File: src/logic/forward_pkg.sv
// Packet layout for the forward-data generator.
// Shared by the FIFOs, the rebase stage and the top level.

package forward_pkg;

    // Field widths
    localparam int unsigned id_w   = 8;
    localparam int unsigned data_w = 32;

    typedef logic [id_w-1:0] fwd_id_t;

    // One forwarded packet, IDs in the upper bits
    typedef struct packed {
        fwd_id_t             from_id;
        fwd_id_t             to_id;
        logic [data_w-1:0]   data;
    } packet_t;

endpackage : forward_pkg

File: src/logic/gen_ctrl_pkg.sv
// Control-side definitions for the forward-data generator.
// Holds the job FSM states, FIFO sizing and the configuration word.

package gen_ctrl_pkg;

    // FIFO sizing
    localparam int unsigned fifo_depth  = 16;
    localparam int unsigned prog_thresh = 8;

    // Packet counter width
    localparam int unsigned count_w = 16;

    // Configuration returned after the setup pulse
    typedef struct packed {
        forward_pkg::fwd_id_t   forward_value;
        logic [count_w-1:0]     packet_count;
    } fwd_config_t;

    // Job FSM states
    typedef enum logic [3:0] {
        RESET,
        IDLE,
        SETUP_WAIT,
        SETUP_REQ,
        SETUP,
        START,
        BUSY,
        PAUSE,
        DONE
    } seq_state_t;

endpackage : gen_ctrl_pkg

File: src/logic/packet_fifo_if.sv
// Write and read sides of one packet FIFO.
// The top, the rebase stage and the sequencer each take the modport they need.

`timescale 1ns/1ps

interface packet_fifo_if;

    // Write side
    logic                   wr_en;
    forward_pkg::packet_t   din;
    logic                   full;
    logic                   prog_full;

    // Read side
    logic                   rd_en;
    forward_pkg::packet_t   dout;
    logic                   valid;
    logic                   empty;

    modport fifo (
        input  wr_en, din, rd_en,
        output full, prog_full, dout, valid, empty
    );

    modport writer (output wr_en, din, input full, prog_full);

    modport reader (output rd_en, input dout, valid, empty);

    // Observes the write side only
    modport monitor (input wr_en, prog_full);

endinterface : packet_fifo_if

File: src/logic/packet_fifo.sv
// Synchronous packet FIFO with registered read data.
// dout and valid follow a read request by one cycle; prog_full rises once
// the fill level reaches prog_thresh.

`timescale 1ns/1ps

module packet_fifo #(
    parameter int unsigned depth       = gen_ctrl_pkg::fifo_depth,
    parameter int unsigned prog_thresh = gen_ctrl_pkg::prog_thresh
) (
    input  logic            ap_clk,
    input  logic            areset_generator,
    packet_fifo_if.fifo     q
);

    localparam int unsigned          ptr_w      = $clog2(depth);
    localparam int unsigned          cnt_w      = $clog2(depth + 1);
    localparam logic [cnt_w-1:0]     full_level = cnt_w'(depth);
    localparam logic [cnt_w-1:0]     prog_level = cnt_w'(prog_thresh);
    localparam logic [ptr_w-1:0]     last_slot  = ptr_w'(depth - 1);

    forward_pkg::packet_t   mem [depth];
    logic [ptr_w-1:0]       wr_ptr_q;
    logic [ptr_w-1:0]       rd_ptr_q;
    logic [cnt_w-1:0]       count_q;
    logic                   do_wr;
    logic                   do_rd;

    assign do_wr = q.wr_en && !q.full;
    assign do_rd = q.rd_en && !q.empty;

    // Flags from the fill count
    assign q.empty     = (count_q == '0);
    assign q.full      = (count_q == full_level);
    assign q.prog_full = (count_q >= prog_level);

    // --------------------
    // Pointers and fill count
    always_ff @(posedge ap_clk) begin
        if (areset_generator) begin
            wr_ptr_q <= '0;
            rd_ptr_q <= '0;
            count_q  <= '0;
            q.valid  <= 1'b0;
        end else begin
            if (do_wr) begin
                wr_ptr_q <= (wr_ptr_q == last_slot) ? '0 : wr_ptr_q + 1'b1;
            end
            if (do_rd) begin
                rd_ptr_q <= (rd_ptr_q == last_slot) ? '0 : rd_ptr_q + 1'b1;
            end
            case ({do_wr, do_rd})
                2'b10:   count_q <= count_q + 1'b1;
                2'b01:   count_q <= count_q - 1'b1;
                default: count_q <= count_q;
            endcase
            q.valid <= do_rd;
        end
    end

    // --------------------
    // Storage
    always_ff @(posedge ap_clk) begin
        if (do_wr) begin
            mem[wr_ptr_q] <= q.din;
        end
        if (do_rd) begin
            q.dout <= mem[rd_ptr_q];
        end
    end

    // Both sides must respect the flags
    assert property (@(posedge ap_clk) disable iff (areset_generator)
        !(q.wr_en && q.full))
        else $error("write while full");
    assert property (@(posedge ap_clk) disable iff (areset_generator)
        !(q.rd_en && q.empty))
        else $error("read while empty");

endmodule : packet_fifo

File: src/logic/forward_rebase.sv
// Rebase stage between the input and output FIFOs.
// Keeps one packet in flight from its pop through rebase to its write.
// Forward IDs below forward_value saturate to zero.

`timescale 1ns/1ps

module forward_rebase (
    input  logic                    ap_clk,
    input  logic                    areset_generator,
    input  logic                    run,
    input  logic                    response_rd_en,
    input  forward_pkg::fwd_id_t    forward_value,
    packet_fifo_if.reader           in_q,
    packet_fifo_if.writer           out_q
);

    forward_pkg::packet_t   pkt_q;
    logic                   wr_q;
    logic                   in_flight_q;
    logic                   pop;

    function automatic forward_pkg::fwd_id_t rebase_id(
        input forward_pkg::fwd_id_t id,
        input forward_pkg::fwd_id_t base
    );
        rebase_id = (id >= base) ? id - base : '0;
    endfunction

    assign pop         = run && response_rd_en && !in_q.empty && !in_flight_q;
    assign in_q.rd_en  = pop;
    assign out_q.wr_en = wr_q;
    assign out_q.din   = pkt_q;

    // In flight from the pop until its write
    always_ff @(posedge ap_clk) begin
        if (areset_generator) begin
            in_flight_q <= 1'b0;
            wr_q        <= 1'b0;
        end else begin
            wr_q <= in_q.valid;
            if (pop) begin
                in_flight_q <= 1'b1;
            end else if (wr_q) begin
                in_flight_q <= 1'b0;
            end
        end
    end

    always_ff @(posedge ap_clk) begin
        if (in_q.valid) begin
            pkt_q.from_id <= rebase_id(in_q.dout.from_id, forward_value);
            pkt_q.to_id   <= rebase_id(in_q.dout.to_id, forward_value);
            pkt_q.data    <= in_q.dout.data;
        end
    end

    assert property (@(posedge ap_clk) disable iff (areset_generator)
        out_q.wr_en |-> !out_q.full)
        else $error("output FIFO written while full");

endmodule : forward_rebase

File: src/logic/forward_sequencer.sv
// Job FSM of the forward-data generator.
// Requests the configuration, captures it, then holds run high in BUSY until
// packet_count packets have been written to the output FIFO.

`timescale 1ns/1ps

module forward_sequencer (
    input  logic                        ap_clk,
    input  logic                        areset_generator,
    input  logic                        descriptor_valid,
    input  logic                        config_rd_en,
    input  logic                        config_valid,
    input  gen_ctrl_pkg::fwd_config_t   config_word,
    packet_fifo_if.monitor              out_q,
    output logic                        run,
    output logic                        configure_memory_setup,
    output logic                        done,
    output forward_pkg::fwd_id_t        forward_value
);

    gen_ctrl_pkg::seq_state_t           state_q;
    gen_ctrl_pkg::seq_state_t           state_next;
    gen_ctrl_pkg::fwd_config_t          cfg_q;
    logic [gen_ctrl_pkg::count_w-1:0]   count_q;
    logic [gen_ctrl_pkg::count_w-1:0]   count_next;
    logic                               finished;

    // Include a write landing this cycle so run drops before another pop
    assign count_next = count_q + {{(gen_ctrl_pkg::count_w - 1){1'b0}}, out_q.wr_en};
    assign finished   = (count_next == cfg_q.packet_count);

    // --------------------
    // Next state
    always_comb begin
        state_next = state_q;
        case (state_q)
            gen_ctrl_pkg::RESET:      state_next = gen_ctrl_pkg::IDLE;
            gen_ctrl_pkg::IDLE: begin
                if (descriptor_valid) state_next = gen_ctrl_pkg::SETUP_WAIT;
            end
            gen_ctrl_pkg::SETUP_WAIT: begin
                if (config_rd_en) state_next = gen_ctrl_pkg::SETUP_REQ;
            end
            gen_ctrl_pkg::SETUP_REQ:  state_next = gen_ctrl_pkg::SETUP;
            gen_ctrl_pkg::SETUP: begin
                if (config_valid) state_next = gen_ctrl_pkg::START;
            end
            // A zero-count job skips BUSY entirely
            gen_ctrl_pkg::START: begin
                state_next = finished ? gen_ctrl_pkg::DONE : gen_ctrl_pkg::BUSY;
            end
            gen_ctrl_pkg::BUSY: begin
                if (finished) state_next = gen_ctrl_pkg::DONE;
                else if (out_q.prog_full) state_next = gen_ctrl_pkg::PAUSE;
            end
            gen_ctrl_pkg::PAUSE: begin
                if (finished) state_next = gen_ctrl_pkg::DONE;
                else if (!out_q.prog_full) state_next = gen_ctrl_pkg::BUSY;
            end
            gen_ctrl_pkg::DONE:       state_next = gen_ctrl_pkg::IDLE;
            default:                  state_next = gen_ctrl_pkg::IDLE;
        endcase
    end

    // --------------------
    // State, run and write counter
    always_ff @(posedge ap_clk) begin
        if (areset_generator) begin
            state_q <= gen_ctrl_pkg::RESET;
            run     <= 1'b0;
            count_q <= '0;
        end else begin
            state_q <= state_next;
            run     <= (state_next == gen_ctrl_pkg::BUSY);
            if (state_q == gen_ctrl_pkg::SETUP && config_valid) begin
                count_q <= '0;
            end else begin
                count_q <= count_next;
            end
        end
    end

    // Configuration stays until the next job captures a new one
    always_ff @(posedge ap_clk) begin
        if (state_q == gen_ctrl_pkg::SETUP && config_valid) begin
            cfg_q <= config_word;
        end
    end

    assign forward_value          = cfg_q.forward_value;
    assign configure_memory_setup = (state_q == gen_ctrl_pkg::SETUP_REQ);
    assign done                   = (state_q == gen_ctrl_pkg::DONE);

    // Output writes belong to an active job
    assert property (@(posedge ap_clk) disable iff (areset_generator)
        out_q.wr_en |-> (state_q == gen_ctrl_pkg::BUSY || state_q == gen_ctrl_pkg::PAUSE))
        else $error("output FIFO write outside a job");

endmodule : forward_sequencer

File: src/logic/forward_data_generator.sv
// Forward-data generator top level.
// Registers every input and output once, buffers response packets in an
// input FIFO and hands rebased packets to downstream through an output FIFO.

`timescale 1ns/1ps

module forward_data_generator (
    input  logic                                ap_clk,
    input  logic                                areset,
    input  logic                                descriptor_valid,
    input  logic                                config_rd_en,
    input  logic                                config_valid,
    input  logic [forward_pkg::id_w-1:0]        config_forward_value,
    input  logic [gen_ctrl_pkg::count_w-1:0]    config_packet_count,
    input  logic                                response_valid,
    input  logic [forward_pkg::id_w-1:0]        response_from_id,
    input  logic [forward_pkg::id_w-1:0]        response_to_id,
    input  logic [forward_pkg::data_w-1:0]      response_data,
    input  logic                                response_rd_en,
    input  logic                                request_rd_en,
    output logic                                response_full,
    output logic                                response_prog_full,
    output logic                                request_valid,
    output logic [forward_pkg::id_w-1:0]        request_from_id,
    output logic [forward_pkg::id_w-1:0]        request_to_id,
    output logic [forward_pkg::data_w-1:0]      request_data,
    output logic                                configure_memory_setup,
    output logic                                done
);

    logic                       areset_generator;
    logic                       descriptor_valid_q;
    logic                       config_rd_en_q;
    logic                       config_valid_q;
    gen_ctrl_pkg::fwd_config_t  config_q;
    logic                       response_valid_q;
    forward_pkg::packet_t       response_q;
    logic                       response_rd_en_q;
    logic                       request_rd_en_q;
    logic                       run;
    logic                       setup_int;
    logic                       done_int;
    forward_pkg::fwd_id_t       forward_value;

    packet_fifo_if in_q ();
    packet_fifo_if out_q ();

    // --------------------
    // Input registers
    always_ff @(posedge ap_clk) begin
        areset_generator <= areset;
    end

    always_ff @(posedge ap_clk) begin
        if (areset_generator) begin
            descriptor_valid_q <= 1'b0;
            config_rd_en_q     <= 1'b0;
            config_valid_q     <= 1'b0;
            response_valid_q   <= 1'b0;
            response_rd_en_q   <= 1'b0;
            request_rd_en_q    <= 1'b0;
        end else begin
            descriptor_valid_q <= descriptor_valid;
            config_rd_en_q     <= config_rd_en;
            config_valid_q     <= config_valid;
            response_valid_q   <= response_valid;
            response_rd_en_q   <= response_rd_en;
            request_rd_en_q    <= request_rd_en;
        end
    end

    // Payloads packed into structs on the way in
    always_ff @(posedge ap_clk) begin
        config_q.forward_value <= config_forward_value;
        config_q.packet_count  <= config_packet_count;
        response_q.from_id     <= response_from_id;
        response_q.to_id       <= response_to_id;
        response_q.data        <= response_data;
    end

    assign in_q.wr_en  = response_valid_q;
    assign in_q.din    = response_q;
    assign out_q.rd_en = request_rd_en_q && !out_q.empty;

    // --------------------
    // Datapath and control
    packet_fifo in_fifo_i (
        .ap_clk           (ap_clk),
        .areset_generator (areset_generator),
        .q                (in_q.fifo)
    );

    forward_rebase forward_rebase_i (
        .ap_clk           (ap_clk),
        .areset_generator (areset_generator),
        .run              (run),
        .response_rd_en   (response_rd_en_q),
        .forward_value    (forward_value),
        .in_q             (in_q.reader),
        .out_q            (out_q.writer)
    );

    packet_fifo out_fifo_i (
        .ap_clk           (ap_clk),
        .areset_generator (areset_generator),
        .q                (out_q.fifo)
    );

    forward_sequencer forward_sequencer_i (
        .ap_clk                 (ap_clk),
        .areset_generator       (areset_generator),
        .descriptor_valid       (descriptor_valid_q),
        .config_rd_en           (config_rd_en_q),
        .config_valid           (config_valid_q),
        .config_word            (config_q),
        .out_q                  (out_q.monitor),
        .run                    (run),
        .configure_memory_setup (setup_int),
        .done                   (done_int),
        .forward_value          (forward_value)
    );

    // --------------------
    // Output registers
    always_ff @(posedge ap_clk) begin
        if (areset_generator) begin
            response_full          <= 1'b0;
            response_prog_full     <= 1'b0;
            request_valid          <= 1'b0;
            configure_memory_setup <= 1'b0;
            done                   <= 1'b0;
        end else begin
            response_full          <= in_q.full;
            response_prog_full     <= in_q.prog_full;
            request_valid          <= out_q.valid;
            configure_memory_setup <= setup_int;
            done                   <= done_int;
        end
    end

    always_ff @(posedge ap_clk) begin
        request_from_id <= out_q.dout.from_id;
        request_to_id   <= out_q.dout.to_id;
        request_data    <= out_q.dout.data;
    end

endmodule : forward_data_generator

File: config.mk
export PLATFORM = sky130hd
export DESIGN_NAME = forward_data_generator
export DESIGN_NICKNAME = d
export VERILOG_FILES = /design/src/logic/forward_pkg.sv /design/src/logic/gen_ctrl_pkg.sv /design/src/logic/packet_fifo_if.sv /design/src/logic/packet_fifo.sv /design/src/logic/forward_rebase.sv /design/src/logic/forward_sequencer.sv /design/src/logic/forward_data_generator.sv
export SDC_FILE = /design/constraint.sdc
export NUM_CORES = 2
export LEC_CHECK = 0
export BUFFER_PORTS_ARGS = -buffer_cell sky130_fd_sc_hd__buf_2
export CORE_ASPECT_RATIO = 0.8
export CORE_MARGIN = 1.5
export CORE_UTILIZATION = 45
export CTS_CLUSTER_SIZE = 28
export DETAILED_ROUTE_END_ITERATION = 12
export GPL_ROUTABILITY_DRIVEN = 0
export PLACE_DENSITY = 0.65
export SYNTH_ARGS = -nofsm -noshare
export SYNTH_HDL_FRONTEND = slang
export SYNTH_SLANG_ARGS = --single-unit
File: constraint.sdc
create_clock -name ap_clk -period 7.95 [get_ports ap_clk]
set_input_delay 0.3975 -clock ap_clk [delete_from_list [all_inputs] [get_ports ap_clk]]
set_output_delay 0.3975 -clock ap_clk [all_outputs]
set_load 0.01 [all_outputs]
## After elaboration in Yosys (flattened, before gate mapping)

Memory sizes are Yosys's and may differ from the RTL's. A register that Yosys moved wholly into a read port is not among the register bits.
Cells that the tools add are included.

- Register bits after elaboration: 255
- Bits in latches: 0
- RAM bits: 1536
- ROM bits: 0
- Bits of input ports: 80
- Memories kept: 2

Memories:

| memory | words | bits a word | rd ports | clocked after Yosys merged registers in | wr ports | line | source |
|---|---|---|---|---|---|---|---|
| in_fifo_i.mem | 16 | 48 | 1 | 1 | 1 | packet_fifo.sv:22 | `forward_pkg::packet_t mem [depth];` |
| out_fifo_i.mem | 16 | 48 | 1 | 1 | 1 | packet_fifo.sv:22 |  |

- Add/subtract/negate cells: 11
- $mul: 0
- Div/mod/pow operators: 0
- $lt $le $gt $ge: 4
- Equal/unequal tests: 20
- Shift-type cells: 0
- Muxes and demuxes: 21
- Bitwise operators: 0
- Reduce and logical (&&, ||, !) cells: 20

Operator list:

| kind | number |
|---|---|
| two-way mux 4 bit | 12 |
| case mux 4 bit (7 select lines) | 1 |
| == test 4 x 3 -> 1 bit (second input constant) | 5 |
| == test 4 bit (second input constant) | 5 |
| case mux 5 bit (2 select lines) | 2 |
| adder 16 x 1 -> 16 bit | 1 |
| adder 4 x 1 -> 4 bit (second input constant) | 4 |
| == test 16 bit | 1 |
| >= comparator 8 bit | 2 |
| subtractor 8 bit | 2 |
| adder 5 x 1 -> 5 bit (second input constant) | 2 |
| == test 5 bit (second input constant) | 2 |
| >= comparator 5 x 4 -> 1 bit (second input constant) | 2 |
| zero test 5 bit | 2 |
| subtractor 5 x 1 -> 5 bit (second input constant) | 2 |
| logical AND 1 bit | 9 |
| == test 4 x 2 -> 1 bit (second input constant) | 2 |
| two-way mux 1 bit | 6 |
| nonzero test 2 bit | 3 |
| zero test 1 bit | 5 |
| == test 2 x 1 -> 1 bit (second input constant) | 2 |
| == test 2 bit (second input constant) | 2 |
| == test 4 x 1 -> 1 bit (second input constant) | 1 |
| OR reduction 2 bit | 1 |

## Logic depth before layout (Yosys ltp)

- Depth in word-level cells: 7
- Mapped depth: 14
- Depth with buffers taken out: 13

## Modules after synthesis

A second synthesis with hierarchy kept.

- Cells, all modules: 3158
- Area total of the unflattened synthesis: 69242.7 um2

Modules (own cells, without submodules):

| module | instances | cells an instance | area each (um2) | sequential area each (um2) |
|---|---|---|---|---|
| packet_fifo | 2 | 1329 | 31006.0 | 24783.8 |
| forward_data_generator | 1 | 145 | 2766.4 | 2642.5 |
| forward_rebase | 1 | 157 | 2284.7 | 1481.4 |
| forward_sequencer | 1 | 198 | 2179.6 | 1141.1 |

## Worst setup path after synthesis

OpenSTA, ideal clock, no wires.

- Path type: register to register
- Start point: register in_fifo_i.count_q[0]
- End point: register in_fifo_i.count_q[4]
- Library setup time: 71 ps
- Arrival time: 6169 ps
- Setup slack: 1711 ps
- Stages on the path, launching flop included: 13
- Buffers on the path: 0
- Clock period less this slack: 6239 ps
- Cell sequence: dfxtp_1 -> nor4_1 -> nor2b_1 -> nor3_1 -> ha_1 -> inv_1 -> fa_1 -> inv_1 -> a21o_1 -> a21oi_1 -> xnor2_1 -> or3_1 -> a21oi_1

- Word-level cells in the longest chain between the ends: 7

Ends and longest elaborated chain:

| item | line | source |
|---|---|---|
| from (decl) | packet_fifo.sv:25 | `logic [cnt_w-1:0] count_q;` |
| from (signal assigned) | packet_fifo.sv:53 | `2'b10: count_q <= count_q + 1'b1;` |
| from (signal assigned) | packet_fifo.sv:54 | `2'b01: count_q <= count_q - 1'b1;` |
| from (signal assigned) | packet_fifo.sv:55 | `default: count_q <= count_q;` |
| zero test 5 bit (*) | packet_fifo.sv:33 | `assign q.empty = (count_q == '0);` |
| zero test 1 bit (*) | packet_fifo.sv:30, forward_rebase.sv:29 |  |
| logical AND 1 bit (2 in a row) | forward_rebase.sv:29 | `assign pop = run && response_rd_en && !in_q.empty && !in_flight_q;` |
| logical AND 1 bit (*) | packet_fifo.sv:30 | `assign do_rd = q.rd_en && !q.empty;` |
| named net in_fifo_i.do_rd | packet_fifo.sv:27 | `logic do_rd;` |
| == test 2 x 1 -> 1 bit or == test 2 bit (tied branches) | packet_fifo.sv:52 | `case ({do_wr, do_rd})` |
| case mux 5 bit (2 select lines) or nonzero test 2 bit (tied branches) | -- |  |

Mark *: on every way through the listed nets, which the timed path passes. The rest lies on a longest branch.
A chain may end at the register's enable or synchronous reset.

## Worst setup path after layout

- Start point: register out_fifo_i.count_q[0]
- End point: memory out_fifo_i.mem[15][10] (netlist bit) (enable)

- Word-level cells in the longest chain between the ends: 5

Ends and longest elaborated chain:

| item | line | source |
|---|---|---|
| from (decl) | packet_fifo.sv:25 |  |
| from (signal assigned) | packet_fifo.sv:53 |  |
| from (signal assigned) | packet_fifo.sv:54 |  |
| from (signal assigned) | packet_fifo.sv:55 |  |
| == test 5 bit | packet_fifo.sv:34 | `assign q.full = (count_q == full_level);` |
| zero test 1 bit | packet_fifo.sv:29 | `assign do_wr = q.wr_en && !q.full;` |
| logical AND 1 bit | packet_fifo.sv:29 |  |
| two-way mux 1 bit | packet_fifo.sv:64 | `if (do_wr) begin` |
| two-way mux 1 bit (not written as such) | packet_fifo.sv:65 | `mem[wr_ptr_q] <= q.din;` |
| to (decl) | packet_fifo.sv:22 |  |

No other way between the ends.

==> results.md <==
- Clock skew after layout: ~0.034 ns
- Post-synthesis instance area: slightly below 70000 um2
- Total number of clock tree sinks: around 1900
- Min-Delay Path Class: in -> reg
- Post-synth top flop: sky130_fd_sc_hd__edfxtp_1
- Required @ worst endpoint: 8.37 ns
- Number of slew-limit violations in the final report: 0
- Highest-delay cell along the critical path: sky130_fd_sc_hd__nor2_4
- Number of levels in the clock H-tree: 4
- Post-synthesis cell type count: between 50 and 60
- Count of unresolved DRC violations after routing: 0
- First-pass detailed-route iteration total: 5
- Count of buffers from port buffering: 132
- Clock input transition at the sequential cells of the worst setup and hold paths: 0.06 ns
- Number of nets in the final layout: 3402
- Signal arrival time at the worst endpoint: 3.62 ns
- Post-synthesis cell count: 2964
- Hold Fails Final Rpt: 0
- Maximum clock frequency: 0.3133 GHz
- Kind of end point of the critical path: flip-flop
- Worst slew margin relative to its limit: 0.2212
- Number of nets with antenna violations after detailed routing: 0
- FP Rows: 128
- Cell type with the highest occurrence count on the critical path: sky130_fd_sc_hd__nor2_1
- Placeable core region: 152300 um2
- Vias per std cell: 5.620
- DR iter-0 viols: 3287
- Clk_lat worst skew: 0.81 ns
- Most frequent standard cell in the layout excluding fill and tap cells: sky130_fd_sc_hd__edfxtp_1
- Leak Pwr: 24.59 nW
- Critical Path Fanout Max: 28
- Max-cap violations: 0
- Wire length after detailed routing: between 100000 and 150000 um
- Post-CTS sizing: 0
- Post-synth EDFFs: around 1700
- Maximum number of pins on one net before global-route repair: 100
- Global router's overall resource usage: 0.1877
- Startpoint type of the worst setup path: flip-flop
- IR drop worst, VDD: 0.1780 mV
- CTS Root Cell: sky130_fd_sc_hd__clkbuf_16
- Worst Max-Slew Pin Slew: 1.168 ns
- Time the worst path needs with I/O delays and setup: 3.192 ns
- Ratio of total power to cell area: 245.9 nW/um2
- Area added between synthesis and finish: 14.57%
- Number of top-level pins: 133
- Outcome: complete, no violations
- Slowest Stage Delay on Critical Path: approximately 0.77 ns
- Number of global-route vias before repair: between 30000 and 40000
- Post-synthesis net count: 3084
- Area of the die: 156000 um2
- Largest cells by area after synthesis: sky130_fd_sc_hd__edfxtp_1 74%, sky130_fd_sc_hd__mux4_2 16%, sky130_fd_sc_hd__dfxtp_1 5.3%
- Cells along the critical path: or4_1, nor2_1, nor2_1, nand2_1, nor2_4, buf_4
- Grt ovf: 0
- Sequential-to-total area share from yosys stat: 0.7934
- CTS tree: built
- Initial standard-cell utilization of the core: 0.4538
- Sum of net half-perimeters after detailed placement: approximately 73000 um
- Fillers: about 12000
- Number of setup violations in the final report: 0
- Yosys top cell area share: 0.7404
- Setup repair after global routing missed its margin: no
- Die Span X: 441.2 um
- Final clock period utilization by the worst path: 0.4015
- Initial antenna violation count: 13
- Vertical extent of the die: 353.5 um
- Type of the worst setup path: reg -> reg
- Commonest cells after routing, fill and taps aside: 1704 x sky130_fd_sc_hd__edfxtp_1, 480 x sky130_fd_sc_hd__mux4_2, 182 x sky130_fd_sc_hd__clkbuf_16
- Fraction of final layout cells with drive strength greater than 1: 0.2886
- Ys async rst share: 0
- Share of the core filled with cells: 0.5199
- Wire length of the first global-routing pass: 212400 um
- Warning count from the yosys run: 0
- Mean routed wirelength per cell: 26.49 um
- Total number of vias: 30656
- Cell taking the most area after synthesis: sky130_fd_sc_hd__edfxtp_1
- Average cell area after synthesis: around 23 um2
- Num CTS Buffers: 177
- Maximum number of buffers from clock root to sink: 3
- Setup TNS: 0 ns
- Register bit count reported by yosys: 1887
==> path summary, 6_finish.rpt <==
check	slack, ns	cells past startpoint	endpoint	startpoint
min reg2reg	0.34	0	request_to_id[3]	out_fifo_i.q.dout[35]
max reg2reg	4.76	6	out_fifo_i.mem[15][10]	out_fifo_i.count_q[0]
min	0.22	2	in_q.din[10]	response_data[10]
max	4.76	6	out_fifo_i.mem[15][10]	out_fifo_i.count_q[0]
==> kinds of logic after synthesis <==
logic type                 share of synthesized area
DFF                                           0.7934
muxes                                         0.1570
and+or+nand+nor                              0.01689
buffers and inverters                       0.009975
AOI/OAI and AO/OA                           0.008944
xor gates and xnor gates                    0.006119
adders and majority gates                   0.007676
==> registers in the layout, indices dropped and copies added, names as in the netlist, 16 cells and up <==
signal,count
forward_sequencer_i.cfg_q,16
out_fifo_i.mem,768
in_fifo_i.mem,768
forward_sequencer_i.count_q,16
forward_rebase_i.out_q.din,48
config_q,24
request_data,32
in_q.din,48
out_fifo_i.q.dout,48
in_fifo_i.q.dout,48
==> final cells by class <==
| class | count | area [um2] | share of cell area |
|---|---|---|---|
| Clock inverter | 78 | 853.3 | 0.01078 |
| Clock buffer | 256 | 5052 | 0.06381 |
| Inverter | 41 | 153.9 | 0.001944 |
| Timing Repair Buffer | 271 | 1914 | 0.02418 |
| Tap cell | 2015 | 2521 | 0.03184 |
| Sequential cell | 1887 | 54870 | 0.6929 |
| Antenna cell | 3 | 7.507 | 0.00009481 |
| Multi-Input combinational cell | 904 | 13810 | 0.1745 |
==> power by group <==
group	leakage [nW]	switching, mW	total, mW	internal [mW]
clock	2.87	3.61	8.50	4.90
sequential	16.9	0.0634	10.8	10.8
combinational	4.86	0.0623	0.136	0.0734
total	24.6	3.73	19.5	15.7
==> Yosys cell counts (all sizes together), types with 3 or more instances <==
library cell and count:
fa 4, edfxtp 1704, or2 5, a21boi 3, dfxtp 183, nor2 99
mux4 480, o31ai 3, nor3 23, o211a 3, clkbuf 81, o21ai 22
nand2b 14, buf 51, a21o 10, or3 7, nor4 8, inv 41
nand3 9, xnor2 21, a21oi 36, nor2b 16, a2111oi 4, xor2 22
ha 36, mux2i 4, nand4 9, nand2 41
==> layer usage <==
layer	vias to the layer above	track usage	wire [um]
met3	189	0.03255	9854
met4	2	0.05162	2803
met2	1083	0.2912	68830
met1	16369	0.2761	63010
met5	-	0	13
li1	13013	-	-
==> critical path, delay by kind of cell (launching register included) <==
family / cells / cell delay, ns
buf+inv: 1 / 0.60
simple gates: 5 / 1.82
flops: 1 / 0.38
==> stage by stage <==
stage	hold WS [ns]	cell area (um2)	power, mW	std cells	worst slack, ns
after floorplan	0.3233	69110	11.08	2964	1.711
after global placement	0.3245	72480	11.15	5039	4.808
after detailed placement	0.3269	72480	11.15	5039	4.714
after CTS	0.1479	79170	19.66	5452	4.687
after global routing	0.1862	79180	20.04	5453	4.469
final	0.2183	79180	19.47	5455	4.758
==> what timing repair did <==
item / 4_1_cts / 5_1_grt
hold endpoints to repair: 79 / 0
setup buffers: 0 / 0
hold buffers: 79 / 0
No activity file was read; power rests on OpenSTA's default activity.
